### config.mk
export PLATFORM = sky130hd
export DESIGN_NAME = eeprom_top
export DESIGN_NICKNAME = d
export VERILOG_FILES = /design/src/source/eeprom_pkg.sv /design/src/source/byte_sequencer.sv /design/src/source/eeprom_top.sv /design/src/source/eeprom_wr.sv /design/src/source/scl_phase_gen.sv
export SDC_FILE = /design/constraint.sdc
export NUM_CORES = 1
export LEC_CHECK = 0
export ABC_CLOCK_PERIOD_IN_PS = 2690
export BUFFER_PORTS_ARGS = -buffer_cell sky130_fd_sc_hd__buf_2
export CAP_MARGIN = 20
export CORE_ASPECT_RATIO = 0.75
export CORE_MARGIN = 5
export CORE_UTILIZATION = 57
export DETAILED_ROUTE_END_ITERATION = 7
export GPL_TIMING_DRIVEN = 0
export PLACE_DENSITY = 0.75
export SLEW_MARGIN = 40
export SYNTH_ARGS = -nofsm -noshare
export SYNTH_HDL_FRONTEND = slang
export SYNTH_SLANG_ARGS = --single-unit
### constraint.sdc
create_clock -name clk -period 2.69 [get_ports clk]
set_clock_uncertainty 0.05 [all_clocks]
set_input_delay 0.6725 -clock clk [delete_from_list [all_inputs] [get_ports clk]]
set_output_delay 0.6725 -clock clk [all_outputs]
set_load 0.03 [all_outputs]
### src/source/eeprom_pkg.sv
package eeprom_pkg;

  // 11 bits cover the 2K byte array of a 24C16
  typedef logic [10:0] eeprom_addr_t;

  typedef logic [7:0] byte_t;

  // upper nibble of every control byte
  localparam logic [3:0] DEVICE_CODE = 4'b1010;

  // commands to the byte sequencer
  typedef enum logic [1:0] {
    op_start,  // start or repeated start
    op_write,  // 8 bits out, slave ack in
    op_read,   // 8 bits in, master ack out
    op_stop
  } bus_op_t;

  typedef enum logic [3:0] {
    idle,
    write_start,
    ctrl_write,
    addr_write,
    data_write,
    read_start,   // repeated start
    ctrl_read,
    data_read,
    stop,
    ackn
  } main_state_t;

endpackage

### src/source/byte_sequencer.sv
`timescale 1ns/1ps
module byte_sequencer import eeprom_pkg::*; (
  input  logic    clk,
  input  logic    reset,
  input  bus_op_t op,
  input  logic    op_valid,
  input  byte_t   tx_byte,
  input  logic    master_nack,
  input  logic    change_tick,
  input  logic    sample_tick,
  input  logic    sda_in,
  output logic    run,
  output logic    sda_low,
  output byte_t   rx_byte,
  output logic    slave_ack,
  output logic    op_done
);

  logic       active;
  bus_op_t    cur_op;
  logic [3:0] bit_cnt;  // 0..7 data bits, 8 is the ack slot
  logic       last_bit;
  logic       accept;
  byte_t      shift_out;
  byte_t      shift_in;
  logic       mnack;    // latched master_nack of the current read

  assign last_bit = (bit_cnt == 4'd8);
  assign accept   = op_valid && !active;
  assign rx_byte  = shift_in;

  always_ff @(posedge clk) begin
    if (reset) begin
      active    <= 1'b0;
      cur_op    <= op_start;
      bit_cnt   <= '0;
      run       <= 1'b0;
      sda_low   <= 1'b0;
      slave_ack <= 1'b0;
      op_done   <= 1'b0;
    end else begin
      op_done <= 1'b0;
      if (accept) begin
        active  <= 1'b1;
        cur_op  <= op;
        bit_cnt <= '0;
        run     <= 1'b1;  // stays up until the stop is done
      end else if (active) begin
        case (cur_op)
          op_start: begin
            if (change_tick) begin
              sda_low <= 1'b0;
            end
            if (sample_tick) begin
              sda_low <= 1'b1;  // sda falls with scl high
              active  <= 1'b0;
              op_done <= 1'b1;
            end
          end
          op_write: begin
            if (change_tick) begin
              sda_low <= last_bit ? 1'b0 : !shift_out[7];  // let go for the ack
            end
            if (sample_tick) begin
              if (last_bit) begin
                slave_ack <= !sda_in;
                active    <= 1'b0;
                op_done   <= 1'b1;
              end else begin
                bit_cnt <= bit_cnt + 4'd1;
              end
            end
          end
          op_read: begin
            // released for data, master ack on the ninth bit
            if (change_tick) begin
              sda_low <= last_bit && !mnack;
            end
            if (sample_tick) begin
              if (last_bit) begin
                active  <= 1'b0;
                op_done <= 1'b1;
              end else begin
                bit_cnt <= bit_cnt + 4'd1;
              end
            end
          end
          op_stop: begin
            if (change_tick) begin
              sda_low <= 1'b1;
            end
            if (sample_tick) begin
              sda_low <= 1'b0;  // sda rises with scl high
              run     <= 1'b0;
              active  <= 1'b0;
              op_done <= 1'b1;
            end
          end
          default: begin
            active <= 1'b0;
          end
        endcase
      end
    end
  end

  // data path of the shift sub-machines
  always_ff @(posedge clk) begin
    if (accept) begin
      shift_out <= tx_byte;
      mnack     <= master_nack;
    end else if (active && change_tick && cur_op == op_write && !last_bit) begin
      shift_out <= {shift_out[6:0], 1'b0};  // msb first
    end
    if (active && sample_tick && cur_op == op_read && !last_bit) begin
      shift_in <= {shift_in[6:0], sda_in};
    end
  end

endmodule

### src/source/eeprom_top.sv
`timescale 1ns/1ps
module eeprom_top import eeprom_pkg::*; #(
  parameter int CLK_DIV = 4  // clk cycles per scl quarter
) (
  input  logic         clk,
  input  logic         reset,
  input  logic         wr,
  input  logic         rd,
  input  eeprom_addr_t addr,
  input  byte_t        wdata,
  output logic         busy,
  output logic         ack,
  output logic         nack,
  output byte_t        rdata,
  output logic         scl,
  output logic         sda_low,
  input  logic         sda_in
);

  bus_op_t op;
  logic    op_valid;
  byte_t   tx_byte;
  logic    master_nack;
  logic    op_done;
  byte_t   rx_byte;
  logic    slave_ack;
  logic    run;
  logic    change_tick;
  logic    sample_tick;

  eeprom_wr u_ctrl (
    .clk         (clk),
    .reset       (reset),
    .wr          (wr),
    .rd          (rd),
    .addr        (addr),
    .wdata       (wdata),
    .busy        (busy),
    .ack         (ack),
    .nack        (nack),
    .rdata       (rdata),
    .op          (op),
    .op_valid    (op_valid),
    .tx_byte     (tx_byte),
    .master_nack (master_nack),
    .op_done     (op_done),
    .rx_byte     (rx_byte),
    .slave_ack   (slave_ack)
  );

  byte_sequencer u_seq (
    .clk         (clk),
    .reset       (reset),
    .op          (op),
    .op_valid    (op_valid),
    .tx_byte     (tx_byte),
    .master_nack (master_nack),
    .change_tick (change_tick),
    .sample_tick (sample_tick),
    .sda_in      (sda_in),
    .run         (run),
    .sda_low     (sda_low),
    .rx_byte     (rx_byte),
    .slave_ack   (slave_ack),
    .op_done     (op_done)
  );

  scl_phase_gen #(
    .CLK_DIV (CLK_DIV)
  ) u_scl (
    .clk         (clk),
    .reset       (reset),
    .run         (run),
    .scl         (scl),
    .change_tick (change_tick),
    .sample_tick (sample_tick)
  );

endmodule

### src/source/eeprom_wr.sv
`timescale 1ns/1ps
module eeprom_wr import eeprom_pkg::*; (
  input  logic         clk,
  input  logic         reset,
  input  logic         wr,
  input  logic         rd,
  input  eeprom_addr_t addr,
  input  byte_t        wdata,
  output logic         busy,
  output logic         ack,
  output logic         nack,
  output byte_t        rdata,
  output bus_op_t      op,
  output logic         op_valid,
  output byte_t        tx_byte,
  output logic         master_nack,
  input  logic         op_done,
  input  byte_t        rx_byte,
  input  logic         slave_ack
);

  main_state_t  state;
  main_state_t  state_nxt;
  logic         accept;
  logic         read_q;   // current request is a read
  logic         nack_q;
  eeprom_addr_t addr_q;
  byte_t        wdata_q;
  byte_t        rdata_q;

  function automatic byte_t ctrl_byte(input eeprom_addr_t a, input logic rnw);
    return {DEVICE_CODE, a[10:8], rnw};
  endfunction

  assign accept      = (state == idle) && (wr || rd);
  assign busy        = (state != idle);
  assign ack         = (state == ackn);
  assign nack        = nack_q;
  assign rdata       = rdata_q;
  assign master_nack = 1'b1;  // single byte read, no ack from master

  // operation and byte follow the state, latched by the sequencer on op_valid
  always_comb begin
    op      = op_stop;
    tx_byte = '0;
    case (state)
      write_start, read_start: op = op_start;
      ctrl_write: begin
        op      = op_write;
        tx_byte = ctrl_byte(addr_q, 1'b0);
      end
      addr_write: begin
        op      = op_write;
        tx_byte = addr_q[7:0];
      end
      data_write: begin
        op      = op_write;
        tx_byte = wdata_q;
      end
      ctrl_read: begin
        op      = op_write;
        tx_byte = ctrl_byte(addr_q, 1'b1);
      end
      data_read: op = op_read;
      default:   op = op_stop;
    endcase
  end

  always_comb begin
    state_nxt = state;
    case (state)
      idle:        if (wr || rd) state_nxt = write_start;
      write_start: if (op_done) state_nxt = ctrl_write;
      ctrl_write:  if (op_done) state_nxt = slave_ack ? addr_write : stop;
      addr_write: begin
        if (op_done) begin
          if (!slave_ack) state_nxt = stop;  // skip the rest, still close the frame
          else if (read_q) state_nxt = read_start;
          else state_nxt = data_write;
        end
      end
      data_write:  if (op_done) state_nxt = stop;
      read_start:  if (op_done) state_nxt = ctrl_read;
      ctrl_read:   if (op_done) state_nxt = slave_ack ? data_read : stop;
      data_read:   if (op_done) state_nxt = stop;
      stop:        if (op_done) state_nxt = ackn;
      ackn:        state_nxt = idle;
      default:     state_nxt = idle;
    endcase
  end

  always_ff @(posedge clk) begin
    if (reset) begin
      state    <= idle;
      op_valid <= 1'b0;
      read_q   <= 1'b0;
      nack_q   <= 1'b0;
    end else begin
      state <= state_nxt;
      // one strobe per bus operation
      op_valid <= (state_nxt != state) && (state_nxt != ackn) && (state_nxt != idle);
      if (accept) begin
        read_q <= !wr;  // wr wins
        nack_q <= 1'b0;
      end else if (op_done && op == op_write && !slave_ack) begin
        nack_q <= 1'b1;
      end
    end
  end

  always_ff @(posedge clk) begin
    if (accept) begin
      addr_q  <= addr;
      wdata_q <= wdata;
    end
    if (state == data_read && op_done) begin
      rdata_q <= rx_byte;
    end
  end

endmodule

### src/source/scl_phase_gen.sv
`timescale 1ns/1ps
module scl_phase_gen #(
  parameter int CLK_DIV = 4
) (
  input  logic clk,
  input  logic reset,
  input  logic run,
  output logic scl,
  output logic change_tick,
  output logic sample_tick
);

  localparam int CNT_W = (CLK_DIV > 1) ? $clog2(CLK_DIV) : 1;
  localparam logic [CNT_W-1:0] Q_LAST = CNT_W'(CLK_DIV - 1);

  logic [CNT_W-1:0] q_cnt;  // clk cycles within a quarter
  logic [1:0]       phase;  // 0,1 scl low and 2,3 scl high
  logic             q_end;

  assign q_end = (q_cnt == Q_LAST);

  // parked in the last high quarter while the bus is idle
  always_ff @(posedge clk) begin
    if (reset || !run) begin
      q_cnt <= '0;
      phase <= 2'd3;
    end else if (q_end) begin
      q_cnt <= '0;
      phase <= phase + 2'd1;
    end else begin
      q_cnt <= q_cnt + 1'b1;
    end
  end

  assign scl = phase[1];

  // mid low, sda may move after this edge
  assign change_tick = run && q_end && (phase == 2'd0);
  // mid high, sample point and start/stop edges
  assign sample_tick = run && q_end && (phase == 2'd2);

endmodule
==> impl_metrics.tcl, run 1 <==
set metrics [dict create \
    status "finished clean" \
    worst_hold_path_type "reg2reg" \
    ios 37 \
    clockBufferDepth 2 \
    initial_core_util 0.579 \
    grt_pass1_wl_um 8440 \
    htreeDepth 3 \
    mappedNetlistArea_um2 2810 \
    grt_max_degree 22 \
    fillers 370 \
    finalCritPeriodShare 0.933 \
    slew_viol_final 0 \
    max_cap_viol_count 0 \
    dieArea_um2 6440 \
    max_slew_margin 0.512 \
    drc 0 \
    clkTransAtPathRegs_ns 0.07 \
    power_density_nw_per_um2 657 \
    grt_use_total 0.169 \
    grt_setup_unrepaired "false" \
    seq_area_frac_synth 0.617 \
    gp_congestion 0.876 \
    placed_area_um2 3060 \
    syn_nets 261 \
    dr_total_vias 1899 \
    cts_setup_buffers 0 \
    final_cell_area_um2 3270 \
    yosysMostFrequentCell "edfxtp_1" \
    synthTopCellsByArea "edfxtp_1, dfxtp_1, ha_1" \
    drt_wl_total_um 5210 \
    drive_gt1_frac 0.244 \
    areaGrowthSynthToFinish_pct 16.6 \
    ys_ff_latch 65 \
    ys_async_sr_fraction 0 \
    cts_tree "done" \
    post-synth-top-area-cell "edfxtp_1" \
    die_w_um 91.0 \
    synthAdderAreaFrac 0.0446 \
    cts_hold_buf 0 \
    finalHoldViolations 0 \
    max_freq_ghz 0.399 \
    cts-root-buf "clkbuf_8" \
    portBuffers 36 \
    finalSetupTns_ns 0 \
    antenna_left 0 \
    grt_pass1_vias 1715 \
    multi_input_area_um2 962 \
    drt-initial-drc-count 132 \
    layout.area.seq_um2 1730 \
    synthSimpleGateAreaFrac 0.153 \
    hold_ws_ns 0.378 \
    synth_top_family_by_area "simple AND/OR/NAND/NOR gates" \
    worstSetupStartpointType "flip-flop" \
    cts_resized 0 \
    cp.required_ns 1.97 \
    post-dp-hpwl_um 3650 \
    rows 22 \
    synth_top_area_share 0.460 \
    crit_fanout 10 \
    setup_viol 0 \
    numCtsBuffers 9 \
    clock-sinks 65 \
    critPathArrivalTime_ns 1.79 \
    fin_crit_ns 2.51 \
    dominantRegCellSynth "edfxtp_1" \
    drt_first_pass_iters 4 \
    grt_overflow 0 \
    synth_compound_area_frac 0.119 \
    yosys-mux-area-fraction 0.0129 \
    syn_avg_cell_area_um2 12.4 \
    insertion_delay_ns 0.34 \
    antenna_cells 0 \
    synth.distinct_cells 50 \
    endpoint_kind "output port" \
    total_power_uw 2150 \
    synth-edff-count 43 \
    ys_warn_count 0 \
    coreArea_um2 4840 \
    antenna_found_initial 0 \
    synth_common_cells "edfxtp_1, dfxtp_1, inv_1, nand2_1, nor2_1" \
    tightest_slew_ns 0.730 \
    die_y_um 70.8 \
    critPathKind "reg2out" \
    via_per_inst 5.60 \
    wl_per_cell_um 15.4 \
    yosys.area_share.xor_xnor 0.0125 \
    p_leak_uw 0.00130 \
    syn_inst 227 \
    nNetsFinal 308 \
    ir_drop_mv 0.468 \
]
==> critical path, stage by stage (launching register included) <==
cell and delay, ns:
dfxtp_1 0.46, clkbuf_1 0.38, nor4b_1 0.34, buf_2 0.26
==> final cells by class <==
cell class | count | share of cell area
Timing Repair Buffer | 36 | 0.0551
Clock buffer | 10 | 0.0390
Tap cell | 60 | 0.0229
Buffer | 13 | 0.0195
Multi-Input combinational cell | 136 | 0.294
Inverter | 13 | 0.0149
Sequential cell | 65 | 0.529
Clock inverter | 6 | 0.0252
==> flip-flops by register name (all words and copies together), names as in the netlist <==
register	cells
u_scl.phase	2
u_seq.slave_ack	1
u_ctrl.wdata_q	8
u_ctrl.addr_q	11
u_seq.shift_out	8
u_seq.cur_op	2
u_seq.bit_cnt	4
u_scl.q_cnt	2
u_seq.run	1
u_seq.rx_byte	8
u_ctrl.rdata	8
u_ctrl.op_valid	1
u_seq.op_done	1
u_ctrl.state	4
u_ctrl.read_q	1
u_seq.active	1
u_seq.sda_low	1
u_ctrl.nack	1
==> where the power goes <==
group,switching [uW],internal [uW],leakage [uW]
clock network,358,516,0.000106
registers,19.2,1110,0.000584
logic,85.9,56.4,0.000609
==> cell families after synthesis <==
logic type                 count (synthesis)
DFF                                       65
buffers and inverters                     26
and+or+nand+nor                           72
AOI/OAI and AO/OA                         47
xor gates and xnor gates                   4
adders and majority gates                 10
muxes                                      3
==> layer usage <==
metal | vias up | track usage | part of all wire
met2 | 75 | 0.242 | 0.43
met5 | - | 0 | 0
li1 | 943 | - | -
met4 | 0 | 0.0489 | 0.016
met1 | 869 | 0.234 | 0.47
met3 | 12 | 0.0744 | 0.083
==> cell usage in the layout (no fill, tap or decap), types with 3 or more instances in the layout <==
| master | netlist | final |
|---|---|---|
| edfxtp_1 | 43 | 43 |
| a2bb2oi_1 | 4 | 4 |
| clkbuf_1 | 5 | 6 |
| a211oi_1 | 4 | 4 |
| ha_1 | 10 | 10 |
| and3_1 | 3 | 3 |
| nor2_1 | 12 | 12 |
| nor3b_1 | 3 | 3 |
| a21oi_1 | 9 | 9 |
| clkinv_2 | 0 | 3 |
| nor3_1 | 10 | 10 |
| nand3_1 | 4 | 4 |
| nand2_1 | 12 | 12 |
| o21ai_0 | 9 | 8 |
| inv_1 | 12 | 12 |
| a22oi_1 | 3 | 3 |
| dfxtp_1 | 22 | 22 |
| and3b_1 | 3 | 3 |
| buf_2 | 6 | 42 |
| clkbuf_8 | 0 | 9 |
| nor2b_1 | 7 | 7 |
| a22o_1 | 7 | 7 |
==> stage by stage <==
stage,util,instances,setup slack (ns)
floorplan,-,227,0.239
global placement,0.632,323,0.401
detailed placement,0.632,323,0.563
CTS,0.675,339,0.180
global route,0.675,339,0.0550
finish,0.675,339,0.181
==> path summary, 6_finish.rpt <==
path                                      start              end  slack (ns)  cells past startpoint
worst max register to register  u_ctrl.state[1]  u_ctrl.op_valid        0.61                      6
worst min register to register   u_scl.q_cnt[0]   u_scl.q_cnt[0]        0.38                      1
worst max-delay path            u_ctrl.state[3]              ack        0.18                      3
worst min-delay path             u_scl.q_cnt[0]   u_scl.q_cnt[0]        0.38                      1
Power figures use the tool's default switching activity.
==> run 2, diff against run 1 <==
--- a/config.mk
+++ b/config.mk
@@ -10,10 +10,10 @@
 export CAP_MARGIN = 20
 export CORE_ASPECT_RATIO = 0.75
 export CORE_MARGIN = 5
-export CORE_UTILIZATION = 57
+export CORE_UTILIZATION = 26
 export DETAILED_ROUTE_END_ITERATION = 7
 export GPL_TIMING_DRIVEN = 0
-export PLACE_DENSITY = 0.75
+export PLACE_DENSITY = 0.38
 export SLEW_MARGIN = 40
 export SYNTH_ARGS = -nofsm -noshare
 export SYNTH_HDL_FRONTEND = slang
==> impl_metrics.tcl, run 2 (synthesized netlist as in run 1, its figures left out) <==
set metrics [dict create \
    max_freq_ghz 0.391 \
    worst_hold_path_type "reg2reg" \
    drive_gt1_frac 0.251 \
    coreArea_um2 10400 \
    grt_use_total 0.0989 \
    dieArea_um2 13000 \
    portBuffers 36 \
    max_slew_margin 0.461 \
    htreeDepth 3 \
    grt_pass1_vias 1838 \
    cts_tree "done" \
    dr_total_vias 1836 \
    grt_setup_unrepaired "false" \
    initial_core_util 0.270 \
    power_density_nw_per_um2 681 \
    largest_reg_flops 11 \
    drt_first_pass_iters 4 \
    finalHoldViolations 0 \
    max_cap_viol_count 0 \
    r2r_start "u_ctrl.state[1]" \
    setup_viol 0 \
    finalSetupTns_ns 0 \
    ir_drop_mv 0.306 \
    die_w_um 130 \
    grt_overflow 0 \
    areaGrowthSynthToFinish_pct 22.4 \
    post-dp-hpwl_um 4290 \
    rows 32 \
    antenna_left 0 \
    fin_crit_ns 2.56 \
    crit_fanout 10 \
    via_per_inst 4.42 \
    clkTransAtPathRegs_ns 0.05 \
    status "finished clean" \
    grt_pass1_wl_um 9760 \
    setup_ws_ns 0.133 \
    gp_congestion 0.717 \
    antenna_found_initial 0 \
    endpoint_kind "output port" \
    clock-sinks 65 \
    grt_max_degree 22 \
    p_leak_uw 0.00133 \
    placed_area_um2 3160 \
    antenna_cells 0 \
    startpoint "u_ctrl.state[0]" \
    ios 37 \
    cp.required_ns 1.97 \
    final_cell_mix "edfxtp_1, buf_2, dfxtp_1" \
    pre_cts_ws_ns 0.477 \
    wl_per_cell_um 14.5 \
    min_from "u_seq.rx_byte[7]" \
    critPathKind "reg2out" \
    finalCritPeriodShare 0.951 \
    numCtsBuffers 9 \
    cts-root-buf "clkbuf_16" \
    die_y_um 100 \
    drc 0 \
    critPathArrivalTime_ns 1.83 \
    nNetsFinal 308 \
    clockBufferDepth 2 \
    insertion_delay_ns 0.33 \
    tightest_slew_ns 0.806 \
    fillers 1061 \
    drt_wl_total_um 6030 \
    mostFrequentLayoutCell "edfxtp_1" \
    drt-initial-drc-count 118 \
    final_cell_area_um2 3440 \
    worstSetupStartpointType "flip-flop" \
    slew_viol_final 0 \
    regMostFlops "u_ctrl.addr_q" \
]
-- run 2: layer usage --
| metal | GRT usage | vias up | part of all wire |
|---|---|---|---|
| li1 | - | 938 | - |
| met1 | 0.145 | 844 | 0.54 |
| met2 | 0.130 | 46 | 0.39 |
| met3 | 0.0415 | 8 | 0.059 |
| met4 | 0.0312 | 0 | 0.012 |
| met5 | 0 | - | 0 |
-- run 2: metrics by stage --
| stage | std cells | util | total power (uW) | hold WS [ns] |
|---|---|---|---|---|
| final | 415 | 0.330 | 2340 | 0.375 |
| after global placement | 399 | 0.303 | 1300 | 0.353 |
| after detailed placement | 399 | 0.303 | 1300 | 0.367 |
| after floorplan | 227 | - | 1250 | 0.350 |
| after CTS | 415 | 0.330 | 2380 | 0.380 |
| after global routing | 415 | 0.330 | 2440 | 0.386 |
-- run 2: final timing paths --
check	end	slack, ns	cells past startpoint
worst max register to register	u_ctrl.op_valid	0.58	6
worst max-delay path	ack	0.13	4
worst min-delay path	u_ctrl.rdata[7]	0.37	0
worst min register to register	u_ctrl.rdata[7]	0.37	0
-- run 2: area by class of cell --
cell class / count / area [um^2] / area share
clock inverters: 5 / 31.3 / 0.00910
clock buffers: 11 / 243 / 0.0706
repair buffers: 36 / 180 / 0.0524
well taps: 136 / 170 / 0.0495
multi-input cells: 136 / 966 / 0.281
plain buffers: 13 / 65.1 / 0.0189
flip-flops and latches: 65 / 1730 / 0.504
inverters: 13 / 48.8 / 0.0142
-- run 2: where the power goes --
group          switching [uW]  total, uW  internal, uW
Clock                     416       1060           644
Sequential               19.3       1130          1110
Combinational            88.7        145          55.9
Total                     524       2340          1820
-- run 2: what timing repair did --
action | in CTS | in global routing
resized for setup | 0 | 2
endpoints found under the setup margin | 0 | 1
buffers inserted | 0 | 0
hold buffers | 0 | 0
-- run 2: worst max-delay path: stages, from the launching register on --
cell and delay (ns):
dfxtp_1 0.42, buf_2 0.26, inv_1 0.12, nor4b_1 0.42
buf_2 0.28
==> run 3, diff against run 2 <==
--- a/config.mk
+++ b/config.mk
@@ -13,6 +13,7 @@
 export CORE_UTILIZATION = 26
 export DETAILED_ROUTE_END_ITERATION = 7
 export GPL_TIMING_DRIVEN = 0
+export MAX_ROUTING_LAYER = met4
 export PLACE_DENSITY = 0.38
 export SLEW_MARGIN = 40
 export SYNTH_ARGS = -nofsm -noshare
==> impl_metrics.tcl, run 3 (synthesized netlist as in run 1, its figures left out) <==
set metrics [dict create \
    coreArea_um2 10400 \
    critPathSlowestCell "dfxtp_1" \
    tightest_slew_ns 0.806 \
    slew_viol_final 0 \
    min_from "u_seq.rx_byte[7]" \
    htreeDepth 3 \
    critPathArrivalTime_ns 1.83 \
    grt_use_total 0.102 \
    drt_first_pass_iters 4 \
    insertion_delay_ns 0.33 \
    antenna_left 0 \
    numCtsBuffers 9 \
    switchingPower_uw 524 \
    worst_hold_path_type "reg2reg" \
    p_seq_frac 0.485 \
    post-dp-hpwl_um 4290 \
    finalCritPeriodShare 0.951 \
    cts_resized 0 \
    rows 32 \
    p_int_uw 1820 \
    die_y_um 100 \
    cts_setup_buffers 0 \
    regMostFlops "u_ctrl.addr_q" \
    initial_core_util 0.270 \
    finalHoldViolations 0 \
    setup_viol 0 \
    finalSetupTns_ns 0 \
    cts-root-buf "clkbuf_16" \
    crit_fanout 10 \
    fin_crit_ns 2.56 \
    max_freq_ghz 0.391 \
    crit_chain "buf_2 -> inv_1 -> nor4b_1 -> buf_2" \
    nNetsFinal 308 \
    p_leak_uw 0.00133 \
    clkTransAtPathRegs_ns 0.05 \
    drt-initial-drc-count 118 \
    gp_congestion 0.725 \
    power_frac_clock 0.453 \
    wl_per_cell_um 14.5 \
    cp.required_ns 1.97 \
    worstSetupStartpointType "flip-flop" \
    portBuffers 36 \
    max_cap_viol_count 0 \
    die_w_um 130 \
    path_delay_family "buffers and inverters" \
    crit_path_max_incr_delay_ns 0.42 \
    final_util 0.330 \
    ir_drop_mv 0.306 \
    cts_hold_buf 0 \
    r2r_start "u_ctrl.state[1]" \
    grt_max_degree 22 \
    grt_overflow 0 \
    startpoint "u_ctrl.state[0]" \
    power_density_nw_per_um2 681 \
    instances_no_fill 415 \
    clock-sinks 65 \
    sw_frac_of_total 0.224 \
    largest_reg_flops 11 \
    placed_area_um2 3160 \
    drc 0 \
    drt_wl_total_um 6030 \
    dr_total_vias 1836 \
    final_cell_mix "edfxtp_1, buf_2, dfxtp_1" \
    ios 37 \
    final_cell_area_um2 3440 \
    antenna_cells 0 \
    combinationalPowerShare 0.062 \
    critPathKind "reg2out" \
    grt_pass1_vias 1839 \
    mostFrequentLayoutCell "edfxtp_1" \
    max_slew_margin 0.461 \
    path_buf_inv 3 \
    via_per_inst 4.42 \
    grt_setup_unrepaired "false" \
    clockBufferDepth 2 \
    areaGrowthSynthToFinish_pct 22.4 \
    cts_tree "done" \
    antenna_found_initial 0 \
    dieArea_um2 13000 \
    drive_gt1_frac 0.251 \
    grt_pass1_wl_um 9760 \
    dp.cells 399 \
    status "finished clean" \
    worst_path_most_repeated_cell "buf_2" \
    endpoint_kind "output port" \
]
## run 3: cell counts in the layout (fill, tap and decap cells not counted)
Identical to the previous run, type by type.
## run 3: final timing paths
| kind | endpoint | cells after the start | slack (ns) |
|---|---|---|---|
| hold / removal | u_ctrl.rdata[7] | 0 | 0.37 |
| setup / recovery | ack | 4 | 0.13 |
| hold reg to reg | u_ctrl.rdata[7] | 0 | 0.37 |
| setup reg to reg | u_ctrl.op_valid | 6 | 0.58 |
## run 3: area by class of cell
class                           count  area [um^2]
Sequential cell                    65         1730
Fill cell                        1061         6970
Tap cell                          136          170
Inverter                           13         48.8
Multi-Input combinational cell    136          966
Timing Repair Buffer               36          180
Clock inverter                      5         31.3
Clock buffer                       11          243
Buffer                             13         65.1
## run 3: layer usage
layer | share of wire | GRT usage | up-vias
met3 | 0.057 | 0.0404 | 8
li1 | - | - | 938
met2 | 0.39 | 0.130 | 46
met4 | 0.012 | 0.0312 | 0
met1 | 0.54 | 0.146 | 844
met5 | 0 | - | -
## run 3: power by group through the flow
| stage | clock, uW | combinational (uW) | sequential (uW) |
|---|---|---|---|
| 2_1_floorplan | 0 | 97.3 | 1150 |
| 3_3_place_gp | 0 | 146 | 1160 |
| 3_5_place_dp | 0 | 147 | 1160 |
| 4_1_cts | 1100 | 147 | 1130 |
| 5_1_grt | 1140 | 165 | 1140 |
| 6_report | 1060 | 145 | 1130 |
## run 3: stage by stage
stage               setup WS (ns)  total power, uW  hold WS [ns]
floorplan                   0.239             1250         0.350
global placement            0.285             1300         0.353
detailed placement          0.477             1300         0.367
CTS                         0.113             2380         0.380
global route               0.0327             2440         0.386
finish                      0.133             2340         0.375
